**src/verilog/mem_subsys_pkg.sv**
```systemverilog
`default_nettype none

package mem_subsys_pkg;

    // memory geometry
    localparam int SDRAMW  = 12;  // word address bits, 4k words
    localparam int MEM_DW  = 16;  // one memory word
    localparam int NPORTS  = 3;   // cpu side requesters on the slot
    localparam int MEM_LAT = 4;   // cycles from start to read data

    // one request as it travels from a requester through the arbiter
    typedef struct packed {
        logic [SDRAMW-1:0] addr;   // absolute word address, region offset already added
        logic              rnw;    // 1 read, 0 write
        logic [MEM_DW-1:0] wdata;  // narrow ports arrive zero extended
    } mem_req_t;

    // backend answer, shared by reads and writes
    typedef struct packed {
        logic              valid;  // one cycle, read data ready or write done
        logic [MEM_DW-1:0] rdata;  // only meaningful for reads
    } mem_rsp_t;

endpackage

`default_nettype wire

```
**src/verilog/slot_arbiter.sv**
```systemverilog
`timescale 1ns/1ps
`default_nettype none

// round robin owner of the single memory slot
// one operation at a time, the backend therefore never sees start while busy
module slot_arbiter (
    input  wire logic                                        clk,
    input  wire logic                                        rst,
    input  wire logic [mem_subsys_pkg::NPORTS-1:0]           req,
    input  wire mem_subsys_pkg::mem_req_t [mem_subsys_pkg::NPORTS-1:0] rq,
    input  wire mem_subsys_pkg::mem_rsp_t                    rsp,
    output logic [mem_subsys_pkg::NPORTS-1:0]                we,     // owner level
    output logic [mem_subsys_pkg::NPORTS-1:0]                dst,    // done strobe per port
    output logic                                             start,  // one cycle, to backend
    output mem_subsys_pkg::mem_req_t                         mreq
);

    localparam int N  = mem_subsys_pkg::NPORTS;
    localparam int PW = (N > 1) ? $clog2(N) : 1;

    logic [PW-1:0] last;   // port served most recently, rr pointer
    logic [PW-1:0] sel;    // next port to serve
    logic          found;  // some port is asking
    logic          idle;

    assign idle = ~|we;  // we doubles as the owner register

    // response goes back to the owner only
    assign dst = we & {N{rsp.valid}};

    // search starts right after the last served port and wraps
    always_comb begin : pick
        int idx;
        sel   = last;
        found = 1'b0;
        for (int i = 1; i <= N; i++) begin
            idx = int'(last) + i;
            if (idx >= N) begin
                idx = idx - N;
            end
            if (!found && req[idx]) begin
                sel   = PW'(idx);
                found = 1'b1;
            end
        end
    end

    always_ff @(posedge clk or posedge rst) begin
        if (rst) begin
            we    <= '0;
            start <= 1'b0;
            last  <= PW'(N - 1);  // port 0 wins the first round
        end else begin
            start <= 1'b0;
            if (idle && found) begin
                start <= 1'b1;
                we    <= N'(1) << sel;  // we rises together with start
                last  <= sel;
            end else if (rsp.valid) begin
                we <= '0;  // still high in the dst cycle, idle from the next one
            end
        end
    end

    // registered request towards the backend
    always_ff @(posedge clk) begin
        if (idle && found) mreq <= rq[sel];
    end

endmodule

`default_nettype wire

```
**config.mk**
```make
export PLATFORM = sky130hd
export DESIGN_NAME = slot_arbiter
export DESIGN_NICKNAME = d
export VERILOG_FILES = /design/src/verilog/mem_subsys_pkg.sv /design/src/verilog/slot_arbiter.sv
export SDC_FILE = /design/constraint.sdc
export NUM_CORES = 1
export LEC_CHECK = 0
export BUFFER_PORTS_ARGS = -buffer_cell sky130_fd_sc_hd__buf_2
export CELL_PAD_IN_SITES_DETAIL_PLACEMENT = 1
export CELL_PAD_IN_SITES_GLOBAL_PLACEMENT = 1
export CORE_ASPECT_RATIO = 1.4
export CORE_UTILIZATION = 30
export CTS_BUF_LIST = sky130_fd_sc_hd__clkbuf_16
export CTS_CLUSTER_SIZE = 25
export DETAILED_ROUTE_END_ITERATION = 8
export PLACE_DENSITY = 0.9
export SYNTH_ARGS = -nofsm -noshare
export SYNTH_HDL_FRONTEND = slang
export SYNTH_SLANG_ARGS = --single-unit
export TNS_END_PERCENT = 20
```
**constraint.sdc**
```tcl
create_clock -name clk -period 4.2 [get_ports clk]
set_input_delay 0.42 -clock clk [delete_from_list [all_inputs] [get_ports clk]]
set_output_delay 0.42 -clock clk [all_outputs]
set_load 0.01 [all_outputs]
```
==> flow_summary.toml <==
[sta]
tns_ns = 0
timing.hold.ws_ns = 0.0612
hold_viol_final = 0
max_slew_margin_pct = 51.1
finalMaxSlewViolations = 0
finalSetupViolCount = 0
min_period_ns = 3.23
rsz0062_at_grt = "no"
clock_skew_ns = 0.00412
fmax_mhz = 310
period_share_pct = 76.8
worst_pin_slew_ns = 0.731

[placed_design]
place.gp.congestion = 0.790
io_buffers = 128
detailed_place_hpwl_mm = 4.40

[yosys]
ys_seq_area_share_pct = 50.3
syn_avg_cell_area_um2 = 13.0
yosys.cell_types.count = 33
postSynthCellCount = 156
async_flop_share_pct = 17.1
ys_ff_latch = 35
ys.flop_type = "edfxtp_1"
yosysTopAreaCell = "edfxtp_1"
netlist.area_leader.share_pct = 42.9
netlist_top_cells_count = "mux2i_1, edfxtp_1, o2bb2ai_1, inv_1"
synth_edf_count = 29
synth.most_common_cell = "mux2i_1"
synth.net_count = 269
synth_area_leaders = "edfxtp_1, mux2i_1, o2bb2ai_1"
netlist_area_um2 = 2030
ys_warn_count = 0

[power]
powerDensity_nw_per_um2 = 866
pwr-share-comb_pct = 55.5
p_int_w = 0.00147
p_clk_share_pct = 13.7
ir_drop_mv = 0.271
cellLeakagePower_nw = 1.29
p_seq_share_pct = 30.8
finalPower_w = 0.00249
p_switching_w = 0.00102
sw_frac_of_total_pct = 41.0

[route]
viasPerCell = 5.09
routed_wl_mm = 5.71
wl_per_cell_um = 16.0
remaining_drc_errors = 0
drtAntennaViolNets = 0
drtIter0Drc = 52
drtPass1Iterations = 4
vias = 1823

[grt]
grt_pass1_wl_mm = 9.07
grt_max_degree = 36
antenna_found_initial = 0
grt_pass1_vias = 1846
overflow = 0
globalRouteTotalUtil_pct = 16.3

[floorplanning]
die_h_um = 99.4
io_pins = 145
die-area_um2 = 7110
start_util_pct = 30.9
rows = 35
die_x_um = 71.6
core_um2 = 6570

[worst_setup_path]
critPathCaptureType = "register"
required_ns = 4.21
crit_arrival_ns = 3.24
critPathKind = "reg2reg"
path_max_fanout = 16
r2r_setup_slack_ns = 0.97
start_kind = "register"

[outcome]
status = "completed"

[cells_and_area]
drive_above_1_share_pct = 51.1
fillers = 745
areaGrowthSynthToFinish_pct = 41.3
antenna_cells = 0
fin_nets = 396
seq_area_um2 = 1020
multiInputGateArea_um2 = 917

[clock_tree]
cts_root_buffer = "clkbuf_16"
clkLatencyLatePin_ns = 0.27
htree_levels = 2
cts.sinks = 35
cts_tree = "yes"
path_clk_slew_ns = 0.05
postCtsSetupRepairBufs = 0
hold_buffers = 0
numCtsBuffers = 5
clock_path_buffers = 2
cts_resized = 0

[worst_hold_path]
hp-class = "in2async"

[flow_run]
drv_cap = 0
-- power by group through the flow --
stage,combinational [W],sequential [W],clock (W)
6_report,0.00138,0.000765,0.000342
5_1_grt,0.00153,0.000785,0.000366
4_1_cts,0.00142,0.000769,0.000351
3_5_place_dp,0.00141,0.000774,0
3_3_place_gp,0.00136,0.000763,0
2_1_floorplan,0.000915,0.000857,0
-- final timing paths --
| path | startpoint | end | cells after the start |
|---|---|---|---|
| worst max-delay path | last[0]$_DFFE_PP0P_ | mreq[12]$_DFFE_PP_ | 8 |
| worst min-delay path | rst | we[2]$_DFFE_PP0P_ | 2 |
| worst max register to register | last[0]$_DFFE_PP0P_ | mreq[12]$_DFFE_PP_ | 8 |
| worst min register to register | last[1]$_DFFE_PP1P_ | last[1]$_DFFE_PP1P_ | 2 |
| max in group asynchronous | rst | last[1]$_DFFE_PP1P_ | 2 |
| min in group clk | rsp[16] | we[0]$_DFFE_PP0P_ | 2 |
-- placed cells by master (no fill, tap or decap), drive strengths merged, types with 4 or more instances in the layout --
cell       n
ha         4
inv       12
nand2      4
mux2i     33
dfrtp      5
edfxtp    29
clkbuf     5
o2bb2ai   29
o21ai      4
and2       4
buf      131
-- routing by layer --
metal  track usage, %  vias up  routed length (um)
met5                0        -                   0
met4             4.83        0                  83
met3             3.14       10                 248
met2             32.2       70                3250
met1             17.1      872                2130
li1                 -      871                   -
-- cells by family (layout without fill, tap and decap cells) --
logic type / count (synthesis) / in the layout / share of synthesized area [%]
buffers and inverters: 21 / 149 / 5.29
DFF: 35 / 35 / 50.3
muxes: 34 / 34 / 16.8
adders and majority gates: 4 / 4 / 2.46
AOI/OAI and AO/OA: 46 / 46 / 20.0
and+or+nand+nor: 16 / 16 / 5.11
-- area by class of cell --
cell class | count | share of cell area (%)
Clock buffer | 5 | 4.36
Clock inverter | 3 | 0.436
Inverter | 10 | 1.31
Multi-Input combinational cell | 100 | 32.0
Sequential cell | 35 | 35.6
Tap cell | 74 | 3.23
Timing Repair Buffer | 131 | 23.1
-- registers in the layout, indices dropped and copies added, names as in the netlist --
signal and flops:
last 2, mreq 29, start 1, we 3
-- worst max-delay path, stage by stage, from the launching register on --
cell       delay, ns
dfrtp_1         0.51
inv_1           0.17
ha_1            0.50
nor3b_2         0.28
o21ai_1         0.15
a31oi_4         0.61
buf_4           0.40
mux2i_1         0.25
o2bb2ai_1       0.10
-- stage by stage --
step	area, um^2	setup WS, ns	instances	util [%]
floorplan	2030	1.08	156	-
global placement	2730	1.06	350	41.6
detailed placement	2730	0.924	350	41.6
CTS	2870	0.918	358	43.7
global route	2870	0.719	358	43.7
finish	2870	0.973	358	43.7
No activity file was read; power rests on OpenSTA's default activity.
