### src/verilog/mem_subsys_pkg.sv
`default_nettype none

package mem_subsys_pkg;

    // memory geometry
    localparam int SDRAMW  = 12;  // word address bits, 4k words
    localparam int MEM_DW  = 16;  // one memory word
    localparam int NPORTS  = 3;   // cpu side requesters on the slot
    localparam int MEM_LAT = 4;   // cycles from start to read data

    // one request as it travels from a requester through the arbiter
    typedef struct packed {
        logic [SDRAMW-1:0] addr;   // absolute word address, region offset already added
        logic              rnw;    // 1 read, 0 write
        logic [MEM_DW-1:0] wdata;  // narrow ports arrive zero extended
    } mem_req_t;

    // backend answer, shared by reads and writes
    typedef struct packed {
        logic              valid;  // one cycle, read data ready or write done
        logic [MEM_DW-1:0] rdata;  // only meaningful for reads
    } mem_rsp_t;

endpackage

`default_nettype wire

### src/verilog/cpu_rq.sv
`timescale 1ns/1ps
`default_nettype none

// one cpu side port
// the cpu decoder holds addr_ok high from the access until data_ok
// each rising edge of addr_ok becomes exactly one memory request
module cpu_rq #(
    parameter int AW       = 10,
    parameter int DW       = 8,
    parameter bit FASTWR   = 1'b0,  // ack a write once the slot takes it
    parameter int OFFSET_W = mem_subsys_pkg::SDRAMW
) (
    input  wire logic                     clk,
    input  wire logic                     rst,
    input  wire logic [AW-1:0]            addr,      // cpu word address
    input  wire logic [OFFSET_W-1:0]      offset,    // region base, static
    input  wire logic                     addr_ok,   // chip select level
    input  wire logic                     wrin,      // 1 write, 0 read
    input  wire logic [DW-1:0]            wrdata,
    input  wire logic                     we,        // slot owned by this port
    input  wire logic                     dst,       // slot finished, rdata valid
    input  wire logic [mem_subsys_pkg::MEM_DW-1:0] rdata,
    output logic                          req,       // pending request level
    output mem_subsys_pkg::mem_req_t      rq,
    output logic                          data_ok,   // access done, held until addr_ok drops
    output logic [DW-1:0]                 dout
);

    localparam int SW = mem_subsys_pkg::SDRAMW;
    localparam int MW = mem_subsys_pkg::MEM_DW;

    logic          last_cs;     // addr_ok one cycle back
    logic          pend;        // edge arrived while the port was still busy
    logic          busy;        // op queued or in the slot
    logic          we_q;        // for the first cycle of we
    logic          cs_posedge;
    logic          launch;      // start a new op this cycle
    logic [SW-1:0] addr_ext;
    logic [SW-1:0] offset_ext;

    assign addr_ext   = SW'(addr);    // zero extend cpu address
    assign offset_ext = SW'(offset);
    assign cs_posedge = addr_ok && !last_cs;

    // with FASTWR the cpu may come back while its write still sits in the slot
    // such an edge is kept in pend and launched once the slot lets go
    assign launch = addr_ok && !busy && (cs_posedge || pend);

    always_ff @(posedge clk or posedge rst) begin
        if (rst) begin
            last_cs <= 1'b0;
            pend    <= 1'b0;
            busy    <= 1'b0;
            we_q    <= 1'b0;
            req     <= 1'b0;
            data_ok <= 1'b0;
        end else begin
            last_cs <= addr_ok;
            we_q    <= we;
            pend    <= addr_ok && busy && (pend || cs_posedge);  // lost if cs drops

            if (launch) begin
                busy    <= 1'b1;
                req     <= 1'b1;
                data_ok <= 1'b0;
            end

            if (we) req <= 1'b0;  // arbiter has taken it

            // background write, cpu can move on
            if (FASTWR && we && !we_q && !rq.rnw) data_ok <= 1'b1;

            if (dst) begin
                busy <= 1'b0;
                if (rq.rnw || !FASTWR) data_ok <= 1'b1;  // fast writes already acked
            end

            if (!addr_ok) data_ok <= 1'b0;  // cpu released the chip select
        end
    end

    // request payload and read data
    always_ff @(posedge clk) begin
        if (launch) begin
            rq.addr  <= addr_ext + offset_ext;  // region mapping
            rq.rnw   <= ~wrin;
            rq.wdata <= MW'(wrdata);            // no byte masks, upper bits stored as zero
        end
        if (dst && rq.rnw) dout <= rdata[DW-1:0];  // narrow ports see the low part
    end

endmodule

`default_nettype wire

### config.mk
export PLATFORM = sky130hd
export DESIGN_NAME = cpu_rq
export DESIGN_NICKNAME = d
export VERILOG_FILES = /design/src/verilog/mem_subsys_pkg.sv /design/src/verilog/cpu_rq.sv
export SDC_FILE = /design/constraint.sdc
export NUM_CORES = 1
export LEC_CHECK = 0
export BUFFER_PORTS_ARGS = -buffer_cell sky130_fd_sc_hd__buf_2
export CORE_ASPECT_RATIO = 1.5
export CORE_UTILIZATION = 44
export DETAILED_ROUTE_END_ITERATION = 16
export HOLD_SLACK_MARGIN = 0.06
export PLACE_DENSITY_LB_ADDON = 0.3
export SYNTH_ARGS = -nofsm -noshare
export SYNTH_HDL_FRONTEND = slang
export SYNTH_SLANG_ARGS = --single-unit
### constraint.sdc
create_clock -name clk -period 2.4 [get_ports clk]
set_input_delay 0.36 -clock clk [delete_from_list [all_inputs] [get_ports clk]]
set_output_delay 0.36 -clock clk [all_outputs]
set_load 0.005 [all_outputs]
==> metrics.txt, run 1 <==
# TYPE chip_impl_metric gauge
chip_impl_metric{name="fmax",unit="MHz"} 486
chip_impl_info{name="setup.worst_path.class",value="input pin to flip-flop"} 1
chip_impl_metric{name="antenna_cells_inserted",unit=""} 0
chip_impl_metric{name="post_synth_inst_count",unit=""} 119
chip_impl_metric{name="worstMarginPinSlew",unit="ps"} 510
chip_impl_info{name="top_count_cell_post_synth",value="sky130_fd_sc_hd__edfxtp_1"} 1
chip_impl_info{name="startpoint_of_the_lowest_slack_register_to_register_path",value="last_cs$_DFF_PP0_"} 1
chip_impl_metric{name="p_total",unit="mW"} 1.34
chip_impl_metric{name="cts_sinks",unit=""} 34
chip_impl_metric{name="skew",unit="ps"} 3.68
chip_impl_metric{name="nets",unit=""} 266
chip_impl_metric{name="power.density",unit="nW/um^2"} 626
chip_impl_metric{name="drt_iter0_drc",unit=""} 20
chip_impl_metric{name="wl",unit="microns"} 3110
chip_impl_metric{name="vdd_ir_drop_max",unit="mV"} 0.379
chip_impl_metric{name="layout.filler_cells",unit=""} 300
chip_impl_metric{name="post-route-min-period",unit="ps"} 2060
chip_impl_metric{name="final.setup.tns",unit="ps"} 0
chip_impl_metric{name="row_count",unit=""} 26
chip_impl_metric{name="setup.reg_to_reg.worst_slack",unit="ps"} 860
chip_impl_metric{name="antenna_found_initial",unit=""} 0
chip_impl_metric{name="register_to_register_path_depth",unit=""} 4
chip_impl_metric{name="ys_warn_count",unit=""} 0
chip_impl_metric{name="dp_hpwl",unit="microns"} 2560
chip_impl_metric{name="track_usage",unit="%"} 16.7
chip_impl_info{name="cp-end-kind",value="flip-flop"} 1
chip_impl_info{name="synthTopCellsByCount",value="sky130_fd_sc_hd__edfxtp_1 (29), sky130_fd_sc_hd__a21oi_1 (12), sky130_fd_sc_hd__ha_1 (10), sky130_fd_sc_hd__buf_4 (8), sky130_fd_sc_hd__inv_1 (7)"} 1
chip_impl_info{name="critical_hold_path_startpoint",value="addr_ok"} 1
chip_impl_info{name="worstSetupStartpointType",value="input pin"} 1
chip_impl_metric{name="dieHeight",unit="microns"} 76.3
chip_impl_metric{name="gpl_wtd_cong",unit=""} 0.758
chip_impl_metric{name="cts_htree_levels",unit=""} 2
chip_impl_metric{name="drive_gt1_share",unit="%"} 42.6
chip_impl_metric{name="clk_buf_depth",unit=""} 2
chip_impl_metric{name="synth-async-reset-ratio",unit="%"} 14.7
chip_impl_metric{name="synth_edf_count",unit=""} 29
chip_impl_metric{name="route.detailed.drc",unit=""} 0
chip_impl_metric{name="power.leakage",unit="nW"} 0.987
chip_impl_info{name="ys_dominant_reg_cell",value="sky130_fd_sc_hd__edfxtp_1"} 1
chip_impl_metric{name="area_enclosed_by_the_die_boundary",unit="sq um"} 3930
chip_impl_metric{name="syn_avg_cell_area",unit="sq um"} 13.6
chip_impl_metric{name="netlist.area_leader.share",unit="%"} 53.7
chip_impl_metric{name="drtAntennaViolNets",unit=""} 0
chip_impl_metric{name="cts_resized",unit=""} 0
chip_impl_metric{name="cp_data_arrival_time",unit="ps"} 2070
chip_impl_metric{name="vias",unit=""} 1196
chip_impl_metric{name="flow.area_growth_from_synthesis",unit="%"} 31.7
chip_impl_metric{name="maxCapViolations",unit=""} 0
chip_impl_info{name="post-synth-top-area-cell",value="sky130_fd_sc_hd__edfxtp_1"} 1
chip_impl_metric{name="finalHoldViolations",unit=""} 0
chip_impl_metric{name="synth_seq_area_share",unit="%"} 61.5
chip_impl_info{name="worst_hold_path.endpoint",value="last_cs$_DFF_PP0_"} 1
chip_impl_metric{name="firstDrtPassIters",unit=""} 4
chip_impl_metric{name="min_path_cells",unit=""} 1
chip_impl_metric{name="cts.repair_timing.setup_buffer_count",unit=""} 0
chip_impl_metric{name="io_buffer_count",unit=""} 74
chip_impl_info{name="ys_top_cells_by_area",value="sky130_fd_sc_hd__edfxtp_1 (54%), sky130_fd_sc_hd__dfrtp_1 (7.7%), sky130_fd_sc_hd__ha_1 (7.7%), sky130_fd_sc_hd__a21oi_1 (3.7%), sky130_fd_sc_hd__buf_4 (3.7%)"} 1
chip_impl_info{name="regToRegEndpoint",value="rq[24]$_DFFE_PP_"} 1
chip_impl_info{name="hp_class",value="input pin to flip-flop"} 1
chip_impl_info{name="result_of_the_run",value="finished, final reports clean"} 1
chip_impl_metric{name="routedWlPerCell",unit="microns"} 12.6
chip_impl_metric{name="design.core.area",unit="sq um"} 3450
chip_impl_info{name="clock-root-buffer",value="sky130_fd_sc_hd__clkbuf_8"} 1
chip_impl_info{name="grt_setup_unrepaired",value="false"} 1
chip_impl_metric{name="die_width",unit="microns"} 51.6
chip_impl_metric{name="worst_path_setup_slack_after_routing",unit="ps"} 344
chip_impl_metric{name="cts_made_buffers",unit=""} 5
chip_impl_metric{name="pin_count_of_the_biggest_net_entering_global_routing",unit=""} 17
chip_impl_metric{name="ys_seq_elements",unit=""} 34
chip_impl_metric{name="route.detailed.vias_per_inst",unit=""} 4.86
chip_impl_metric{name="cts.reportedPaths.clkPinSlew",unit="ps"} 60
chip_impl_metric{name="finalSetupViolations",unit=""} 0
chip_impl_metric{name="slew_headroom",unit="%"} 65.6
chip_impl_metric{name="first_pass_grt_wire_length",unit="microns"} 4860
chip_impl_metric{name="min_period_over_period",unit="%"} 85.7
chip_impl_metric{name="dp_slack",unit="ps"} 72.7
chip_impl_metric{name="global_route.overflow_total",unit=""} 0
chip_impl_metric{name="pin_count",unit=""} 91
chip_impl_metric{name="worstSkewPairLatency",unit="ps"} 270
chip_impl_metric{name="crit_path_max_fanout",unit=""} 3
chip_impl_metric{name="post_synth_instance_area",unit="sq um"} 1620
chip_impl_metric{name="netlist-cell-type-count",unit=""} 32
chip_impl_info{name="cts_tree",value="built"} 1
chip_impl_metric{name="cp.required",unit="ps"} 2420
chip_impl_metric{name="start_util",unit="%"} 47.0
chip_impl_metric{name="slew_limit_fails",unit=""} 0
chip_impl_metric{name="grt_pass1_vias",unit=""} 1166
-- metal layers --
metal | part of all wire [%] | routed length (microns) | vias to the layer above | global-route usage (%)
li1 | - | - | 601 | -
met1 | 38 | 1170 | 540 | 16.7
met2 | 54 | 1670 | 53 | 30.1
met3 | 7.7 | 239 | 2 | 5.19
met4 | 0.93 | 29 | 0 | 7.30
met5 | 0 | 0 | - | 0
-- worst max-delay path, cell delays in order --
cell and delay, ps:
sky130_fd_sc_hd__buf_2 100, sky130_fd_sc_hd__ha_1 230, sky130_fd_sc_hd__fa_1 420, sky130_fd_sc_hd__a21o_1 230
sky130_fd_sc_hd__a221oi_2 290, sky130_fd_sc_hd__nor3_1 100, sky130_fd_sc_hd__or3_1 340
-- report_power, final --
part / internal [mW] / total (mW) / switching [mW]
clock: 0.233 / 0.404 / 0.170
combinational: 0.114 / 0.232 / 0.117
sequential: 0.690 / 0.700 / 0.00959
total: 1.04 / 1.34 / 0.297
-- registers in the layout (all words and copies together) (netlist names) --
name	cells
busy	1
req	1
rq	21
pend	1
last_cs	1
data_ok	1
dout	8
-- cell type report --
class,instances,area [sq um],area share (%)
clock buffer,8,90.1,4.22
multi-input combinational,77,567,26.6
sequential,34,996,46.7
timing repair buffer,78,403,18.9
inverter,7,26.3,1.23
tap,42,52.6,2.46
-- through the flow --
step           utilization [%]  cells  area, sq um  hold WS (ps)
2_1_floorplan                -    126         1650           139
6_report                  61.9    246         2130           237
4_1_cts                   61.9    246         2130           222
5_1_grt                   61.9    246         2130           225
3_5_place_dp              59.0    237         2030           270
3_3_place_gp              59.0    237         2030           255
-- what timing repair did --
action,4_1_cts,5_1_grt
hold buffers,1,0
endpoints found under the setup margin,0,0
hold endpoints to repair,5,0
-- how the worst max path moves through the flow --
stage               startpoint               end  slack, ps  cells after the start
floorplan            offset[0]  rq[27]$_DFFE_PP_        250                      6
global placement     offset[0]  rq[27]$_DFFE_PP_        110                      7
detailed placement   offset[0]  rq[27]$_DFFE_PP_         70                      7
CTS                  offset[0]  rq[27]$_DFFE_PP_        360                      7
global route         offset[0]  rq[27]$_DFFE_PP_        270                      7
finish               offset[0]  rq[27]$_DFFE_PP_        340                      7
-- logic make-up (layout without fill, tap and decap cells) --
kind of cell	count (synthesis)	in the layout	share of synthesized area, %
other	1	8	0.231
AOI/OAI and AO/OA	33	33	14.1
buffers and inverters	15	93	5.33
xor gates and xnor gates	8	8	4.32
and+or+nand+nor	17	17	5.56
DFF	34	34	61.5
adders and majority gates	11	11	8.96
-- layout by cell type, fill, tap and decap left out --
cell and n:
sky130_fd_sc_hd__a211o_1 1, sky130_fd_sc_hd__a211oi_1 1, sky130_fd_sc_hd__a21o_1 5, sky130_fd_sc_hd__a21oi_1 12, sky130_fd_sc_hd__a221oi_2 1, sky130_fd_sc_hd__a22oi_1 1, sky130_fd_sc_hd__a31oi_1 1, sky130_fd_sc_hd__and2_1 1
sky130_fd_sc_hd__and3_1 1, sky130_fd_sc_hd__buf_2 74, sky130_fd_sc_hd__buf_4 3, sky130_fd_sc_hd__clkbuf_1 2, sky130_fd_sc_hd__clkbuf_8 6, sky130_fd_sc_hd__conb_1 8, sky130_fd_sc_hd__dfrtp_1 5, sky130_fd_sc_hd__dlygate4sd3_1 1
sky130_fd_sc_hd__edfxtp_1 29, sky130_fd_sc_hd__fa_1 1, sky130_fd_sc_hd__ha_1 10, sky130_fd_sc_hd__inv_1 7, sky130_fd_sc_hd__nand2_1 4, sky130_fd_sc_hd__nand2b_1 1, sky130_fd_sc_hd__nand3_1 1, sky130_fd_sc_hd__nand3b_1 2
sky130_fd_sc_hd__nor2_1 1, sky130_fd_sc_hd__nor2_2 1, sky130_fd_sc_hd__nor3_1 2, sky130_fd_sc_hd__o2111a_1 1, sky130_fd_sc_hd__o211ai_1 3, sky130_fd_sc_hd__o21a_1 2, sky130_fd_sc_hd__o21ai_0 2, sky130_fd_sc_hd__o21ba_2 1
sky130_fd_sc_hd__o221ai_1 2, sky130_fd_sc_hd__or2_2 1, sky130_fd_sc_hd__or3_1 2, sky130_fd_sc_hd__xnor2_1 5, sky130_fd_sc_hd__xor2_1 3
Power figures use the tool's default switching activity.
==> run 2, diff against run 1 <==
- CELL_PAD_IN_SITES_DETAIL_PLACEMENT: unset -> 1
- CELL_PAD_IN_SITES_GLOBAL_PLACEMENT: unset -> 2
- CORE_UTILIZATION: 44 -> 26
==> run 2 against run 1 <==
Against the previous run: clock power shrank 4%; global-route usage shrank 5.2 points; hold slack lost 6.8 ps; final cell count grew 12%; fmax grew 1.8%; sequential share of layout area shrank 0.96 points; sequential cell count is the same; non-clock buffer count is the same; via count grew 3.2%; critical endpoint unchanged; largest power group unchanged.
==> metrics.txt, run 2 (synthesized netlist as in run 1, its figures left out) <==
# TYPE chip_impl_metric gauge
chip_impl_metric{name="io_buffer_count",unit=""} 74
chip_impl_metric{name="slew_headroom",unit="%"} 67.1
chip_impl_metric{name="track_usage",unit="%"} 11.5
chip_impl_metric{name="start_util",unit="%"} 27.4
chip_impl_metric{name="worstSkewPairLatency",unit="ps"} 270
chip_impl_metric{name="gpl_wtd_cong",unit=""} 0.786
chip_impl_metric{name="antenna_cells_inserted",unit=""} 0
chip_impl_metric{name="met1_length",unit="microns"} 1300
chip_impl_info{name="grt_setup_unrepaired",value="false"} 1
chip_impl_metric{name="drt_iter0_drc",unit=""} 7
chip_impl_metric{name="vdd_ir_drop_max",unit="mV"} 0.170
chip_impl_metric{name="fmax",unit="MHz"} 495
chip_impl_info{name="cts_tree",value="built"} 1
chip_impl_info{name="most_common_cell_after_layout_fill_and_taps_aside",value="sky130_fd_sc_hd__buf_2"} 1
chip_impl_metric{name="met3RoutedLength",unit="microns"} 315
chip_impl_info{name="route.top_layer_used",value="met4"} 1
chip_impl_metric{name="crit_path_max_fanout",unit=""} 3
chip_impl_info{name="top_register",value="rq"} 1
chip_impl_metric{name="vias",unit=""} 1234
chip_impl_metric{name="nets",unit=""} 266
chip_impl_metric{name="post-route-min-period",unit="ps"} 2020
chip_impl_metric{name="cts_sinks",unit=""} 34
chip_impl_metric{name="pin_count_of_the_biggest_net_entering_global_routing",unit=""} 17
chip_impl_metric{name="timing.critical_path.slowest_cell_delay",unit="ps"} 400
chip_impl_metric{name="route.detailed.drc",unit=""} 0
chip_impl_metric{name="cts_made_buffers",unit=""} 5
chip_impl_info{name="setup.worst_path.class",value="input pin to flip-flop"} 1
chip_impl_metric{name="first_pass_grt_wire_length",unit="microns"} 5750
chip_impl_metric{name="cts.reportedPaths.clkPinSlew",unit="ps"} 60
chip_impl_metric{name="antenna_found_initial",unit=""} 0
chip_impl_metric{name="clk_buf_depth",unit=""} 2
chip_impl_metric{name="routedWlPerCell",unit="microns"} 13.1
chip_impl_info{name="cp-end-kind",value="flip-flop"} 1
chip_impl_metric{name="drive_gt1_share",unit="%"} 43.1
chip_impl_metric{name="worst_path_setup_slack_after_routing",unit="ps"} 380
chip_impl_metric{name="skew",unit="ps"} 1.29
chip_impl_metric{name="flow.area_growth_from_synthesis",unit="%"} 34.5
chip_impl_metric{name="power.density",unit="nW/um^2"} 608
chip_impl_metric{name="worstMarginPinSlew",unit="ps"} 489
chip_impl_metric{name="pin_count",unit=""} 91
chip_impl_info{name="hp_class",value="input pin to flip-flop"} 1
chip_impl_metric{name="dieHeight",unit="microns"} 98.7
chip_impl_metric{name="final.setup.tns",unit="ps"} 0
chip_impl_metric{name="finalHoldViolations",unit=""} 0
chip_impl_info{name="worstSetupStartpointType",value="input pin"} 1
chip_impl_metric{name="cp.required",unit="ps"} 2420
chip_impl_metric{name="row_count",unit=""} 34
chip_impl_metric{name="die_width",unit="microns"} 66.5
chip_impl_metric{name="dp_slack",unit="ps"} 91.2
chip_impl_metric{name="power.leakage",unit="nW"} 0.987
chip_impl_metric{name="maxCapViolations",unit=""} 0
chip_impl_info{name="critPathSlowestCell",value="sky130_fd_sc_hd__fa_1"} 1
chip_impl_metric{name="area_enclosed_by_the_die_boundary",unit="sq um"} 6560
chip_impl_metric{name="route.detailed.vias_per_inst",unit=""} 4.47
chip_impl_metric{name="cp_data_arrival_time",unit="ps"} 2040
chip_impl_metric{name="finalSetupViolations",unit=""} 0
chip_impl_metric{name="global_route.overflow_total",unit=""} 0
chip_impl_metric{name="design.core.area",unit="sq um"} 5910
chip_impl_metric{name="cts_resized",unit=""} 0
chip_impl_info{name="top_regs",value="rq (21), dout (8)"} 1
chip_impl_info{name="result_of_the_run",value="finished, final reports clean"} 1
chip_impl_metric{name="cts_htree_levels",unit=""} 2
chip_impl_metric{name="wl_met2",unit="microns"} 1990
chip_impl_metric{name="slew_limit_fails",unit=""} 0
chip_impl_info{name="clock-root-buffer",value="sky130_fd_sc_hd__clkbuf_8"} 1
chip_impl_metric{name="min_period_over_period",unit="%"} 84.2
chip_impl_info{name="path_cells",value="buf_2 > ha_1 > fa_1 > a21o_1 > a221oi_2 > nor3_1 > or3_1"} 1
chip_impl_metric{name="wl",unit="microns"} 3620
chip_impl_info{name="top_library_cells_by_usage_in_the_layout_fill_and_taps_aside",value="sky130_fd_sc_hd__buf_2 (74), sky130_fd_sc_hd__edfxtp_1 (29), sky130_fd_sc_hd__a21oi_1 (12), sky130_fd_sc_hd__ha_1 (10), sky130_fd_sc_hd__conb_1 (8)"} 1
chip_impl_metric{name="dp_hpwl",unit="microns"} 3120
chip_impl_metric{name="largest_register_ffs",unit=""} 21
chip_impl_metric{name="firstDrtPassIters",unit=""} 2
chip_impl_metric{name="drtAntennaViolNets",unit=""} 0
chip_impl_metric{name="grt_pass1_vias",unit=""} 1338
==> run 2: metal layers <==
metal / GRT usage, % / up-vias
met5: 0 / -
met2: 22.7 / 60
li1: - / 597
met3: 3.59 / 2
met4: 3.93 / 0
met1: 10.5 / 575
==> run 2: worst paths after layout <==
| path | from | to | slack, ps | cells after the start |
|---|---|---|---|---|
| max | offset[0] | rq[27]$_DFFE_PP_ | 380 | 7 |
| min | addr_ok | last_cs$_DFF_PP0_ | 230 | 1 |
| max reg2reg | last_cs$_DFF_PP0_ | rq[3]$_DFFE_PP_ | 890 | 4 |
| min reg2reg | req$_DFFE_PP0P_ | req$_DFFE_PP0P_ | 520 | 1 |
| max in group asynchronous | rst | data_ok$_DFFE_PP0P_ | 1710 | 3 |
| min in group asynchronous | rst | busy$_DFFE_PP0P_ | 530 | 3 |
==> run 2: power by group <==
| part | internal (mW) | total [mW] | switching, mW | leakage (nW) |
|---|---|---|---|---|
| logic | 0.117 | 0.239 | 0.122 | 0.610 |
| clock network | 0.198 | 0.387 | 0.189 | 0.0416 |
| registers | 0.690 | 0.699 | 0.00947 | 0.335 |
| total | 1.00 | 1.33 | 0.321 | 0.987 |
==> run 2: layout make-up <==
cell class                 instances  area [sq um]
clock buffer                       5          68.8
clock inverter                     3          16.3
fill                             696          3730
inverter                           7          26.3
multi-input combinational         77           567
sequential                        34           996
tap                               72          90.1
timing repair buffer              78           415
==> run 2: critical path, delay by kind of cell <==
| family | cells | cell delay, ps |
|---|---|---|
| AO/OA/AOI/OAI | 2 | 520 |
| adder cells (fa/ha/maj) | 2 | 630 |
| AND/OR/NAND/NOR | 2 | 430 |
| buffers and inverters | 1 | 100 |
==> run 2: repair_timing <==
action,CTS,global route
setup endpoints to repair,0,0
endpoints found under the hold margin,5,0
hold buffers,1,0
setup buffers,0,0
==> run 2: metrics by stage <==
stage                     instance area [sq um]  std cells  power (mW)  util, %  hold slack, ps
final                                      2180        276        1.33     36.9             230
after global routing                       2180        276        1.41     36.9             218
after CTS                                  2180        276        1.36     36.9             220
after detailed placement                   2080        267       0.956     35.3             266
after global placement                     2080        267       0.947     35.3             258
after floorplan                            1650        126       0.853        -             139
==> run 3, diff against run 2 <==
- CORE_UTILIZATION: 26 -> 24
- clock period: 2.4 -> 1.75 ns (I/O delays scaled with it)
==> run 3 against run 2 <==
Against the previous run: count of clock-buffer cells in the layout rose by 1; critical path depth did not move; critical path type unchanged; sequential share of layout area fell by 2.7 points; final cell count rose by 6.9%; final area rose by 6.2%; total power rose by 41%; highest routed layer unchanged; sequential cell count did not move; first-iteration DRC count rose to 7.3 times the previous value; non-clock buffer count rose by 15; register-to-register slack got worse by 530 ps; hold slack got worse by 100 ps; clock skew rose by 0.94 ps.
==> metrics.txt, run 3 (synthesized netlist as in run 1, its figures left out) <==
# TYPE chip_impl_metric gauge
chip_impl_metric{name="power.leakage",unit="nW"} 1.06
chip_impl_metric{name="pin_count",unit=""} 91
chip_impl_metric{name="drt_iter0_drc",unit=""} 51
chip_impl_metric{name="maxCapViolations",unit=""} 0
chip_impl_metric{name="dieHeight",unit="microns"} 103
chip_impl_metric{name="skew",unit="ps"} 2.23
chip_impl_info{name="regToRegEndpoint",value="req$_DFFE_PP0P_"} 1
chip_impl_metric{name="route.detailed.vias_per_inst",unit=""} 4.43
chip_impl_metric{name="gpl_wtd_cong",unit=""} 0.778
chip_impl_info{name="startpoint_of_the_lowest_slack_register_to_register_path",value="last_cs$_DFF_PP0_"} 1
chip_impl_info{name="most_common_cell_after_layout_fill_and_taps_aside",value="sky130_fd_sc_hd__buf_2"} 1
chip_impl_metric{name="area_enclosed_by_the_die_boundary",unit="sq um"} 7090
chip_impl_metric{name="nets",unit=""} 281
chip_impl_metric{name="setup.reg_to_reg.worst_slack",unit="ps"} 360
chip_impl_metric{name="flow.area_growth_from_synthesis",unit="%"} 42.9
chip_impl_metric{name="crit_path_max_fanout",unit=""} 2
chip_impl_info{name="hp_class",value="input pin to flip-flop"} 1
chip_impl_info{name="clock-root-buffer",value="sky130_fd_sc_hd__clkbuf_8"} 1
chip_impl_metric{name="layout.filler_cells",unit=""} 746
chip_impl_metric{name="finish.utilization",unit="%"} 35.4
chip_impl_metric{name="number_of_placed_cells_counting_well_taps",unit=""} 285
chip_impl_metric{name="register_to_register_path_depth",unit=""} 5
chip_impl_metric{name="cts_made_buffers",unit=""} 5
chip_impl_metric{name="start_util",unit="%"} 24.8
chip_impl_metric{name="route.detailed.drc",unit=""} 0
chip_impl_metric{name="cts_sinks",unit=""} 34
chip_impl_metric{name="slew_limit_fails",unit=""} 0
chip_impl_metric{name="firstDrtPassIters",unit=""} 4
chip_impl_metric{name="vdd_ir_drop_max",unit="mV"} 0.214
chip_impl_metric{name="min_period_over_period",unit="%"} 98.0
chip_impl_metric{name="cts.reportedPaths.clkPinSlew",unit="ps"} 60
chip_impl_metric{name="finalHoldViolations",unit=""} 0
chip_impl_metric{name="first_pass_grt_wire_length",unit="microns"} 6140
chip_impl_metric{name="drtAntennaViolNets",unit=""} 0
chip_impl_metric{name="cts_htree_levels",unit=""} 2
chip_impl_info{name="cp-end-kind",value="flip-flop"} 1
chip_impl_metric{name="wl",unit="microns"} 3790
chip_impl_info{name="critical_hold_path_startpoint",value="addr_ok"} 1
chip_impl_metric{name="fmax",unit="MHz"} 583
chip_impl_info{name="top_regs",value="rq (21), dout (8)"} 1
chip_impl_metric{name="dp_hpwl",unit="microns"} 3180
chip_impl_metric{name="grt_pass1_vias",unit=""} 1304
chip_impl_metric{name="design.core.area",unit="sq um"} 6530
chip_impl_metric{name="p_total",unit="mW"} 1.86
chip_impl_metric{name="cp_data_arrival_time",unit="ps"} 1740
chip_impl_metric{name="io_buffer_count",unit=""} 74
chip_impl_metric{name="finalSetupViolations",unit=""} 0
chip_impl_metric{name="worstSkewPairLatency",unit="ps"} 270
chip_impl_info{name="cts_tree",value="built"} 1
chip_impl_info{name="worst_hold_path.endpoint",value="last_cs$_DFF_PP0_"} 1
chip_impl_metric{name="largest_register_ffs",unit=""} 21
chip_impl_info{name="worstSetupStartpointType",value="input pin"} 1
chip_impl_info{name="grt_setup_unrepaired",value="true"} 1
chip_impl_metric{name="global_route.overflow_total",unit=""} 0
chip_impl_info{name="top_library_cells_by_usage_in_the_layout_fill_and_taps_aside",value="sky130_fd_sc_hd__buf_2 (72), sky130_fd_sc_hd__edfxtp_1 (29), sky130_fd_sc_hd__buf_4 (18), sky130_fd_sc_hd__a21oi_1 (12), sky130_fd_sc_hd__ha_1 (9)"} 1
chip_impl_info{name="setup.worst_path.class",value="input pin to flip-flop"} 1
chip_impl_metric{name="pin_count_of_the_biggest_net_entering_global_routing",unit=""} 23
chip_impl_metric{name="vias",unit=""} 1306
chip_impl_metric{name="cp.required",unit="ps"} 1770
chip_impl_metric{name="die_width",unit="microns"} 69.1
chip_impl_metric{name="row_count",unit=""} 36
chip_impl_metric{name="post-route-min-period",unit="ps"} 1710
chip_impl_metric{name="slew_headroom",unit="%"} 66.7
chip_impl_metric{name="routedWlPerCell",unit="microns"} 12.9
chip_impl_metric{name="track_usage",unit="%"} 11.3
chip_impl_metric{name="min_path_cells",unit=""} 1
chip_impl_info{name="result_of_the_run",value="finished, final reports clean"} 1
chip_impl_metric{name="worstMarginPinSlew",unit="ps"} 494
chip_impl_metric{name="drive_gt1_share",unit="%"} 48.4
chip_impl_metric{name="power.density",unit="nW/um^2"} 806
chip_impl_metric{name="clk_buf_depth",unit=""} 2
chip_impl_metric{name="antenna_found_initial",unit=""} 0
chip_impl_info{name="top_register",value="rq"} 1
chip_impl_metric{name="antenna_cells_inserted",unit=""} 0
chip_impl_metric{name="finalNonFillerCells",unit=""} 295
## run 3: changes by cell type in the layout (fill, tap and decap cells not counted), sizes merged
| cell | before | now |
|---|---|---|
| clkbuf | 5 | 6 |
| clkinvlp | 1 | 0 |
| buf | 77 | 92 |
## run 3: cell type report
| cell class | instances | area, sq um | area share [%] |
|---|---|---|---|
| clock buffer | 6 | 72.6 | 3.14 |
| clock inverter | 2 | 10.0 | 0.432 |
| inverter | 7 | 26.3 | 1.14 |
| multi-input combinational | 77 | 587 | 25.4 |
| sequential | 34 | 996 | 43.0 |
| tap | 76 | 95.1 | 4.11 |
| timing repair buffer | 93 | 528 | 22.8 |
## run 3: where the power goes
part | leakage (nW) | internal [mW] | switching, mW | total [mW]
combinational | 0.685 | 0.194 | 0.179 | 0.373
sequential | 0.335 | 0.946 | 0.0131 | 0.959
clock | 0.0450 | 0.275 | 0.258 | 0.533
## run 3: how the worst max path moves through the flow
stage | start | to | slack [ps] | cells past startpoint
finish | offset[0] | rq[27]$_DFFE_PP_ | 40 | 7
global route | offset[0] | rq[27]$_DFFE_PP_ | -30 | 7
CTS | addr[0] | rq[27]$_DFFE_PP_ | 5 | 7
detailed placement | offset[0] | rq[27]$_DFFE_PP_ | -330 | 7
global placement | offset[0] | rq[27]$_DFFE_PP_ | -320 | 7
floorplan | offset[0] | rq[27]$_DFFE_PP_ | -170 | 6
## run 3: timing repair
action	in CTS	in global routing
gates cloned	0	0
hold buffers	1	0
endpoints found under the setup margin	1	3
endpoints found under the hold margin	5	0
setup buffers	1	0
pin swaps	3	2
gates resized for setup	1	2
## run 3: worst max-delay path: stages
cell,delay [ps]
sky130_fd_sc_hd__buf_6,100
sky130_fd_sc_hd__ha_4,150
sky130_fd_sc_hd__fa_2,330
sky130_fd_sc_hd__a21o_1,190
sky130_fd_sc_hd__a221oi_2,300
sky130_fd_sc_hd__nor3_1,70
sky130_fd_sc_hd__or3_1,340
## run 3: metal layers
| layer | wire (microns) | vias to the layer above | track usage [%] |
|---|---|---|---|
| met5 | 0 | - | 0 |
| met4 | 68 | 0 | 5.18 |
| met3 | 285 | 6 | 3.32 |
| met2 | 2060 | 59 | 22.0 |
| met1 | 1380 | 616 | 11.0 |
| li1 | - | 625 | - |
## run 3: through the flow
stage,instance area (sq um),setup TNS [ps],hold WS [ps],worst slack [ps]
2_1_floorplan,1660,-167,41.0,-167
3_3_place_gp,2200,-1220,163,-320
3_5_place_dp,2200,-1340,168,-332
4_1_cts,2300,0,119,4.70
5_1_grt,2310,-30.8,127,-30.8
6_report,2310,0,130,35.5
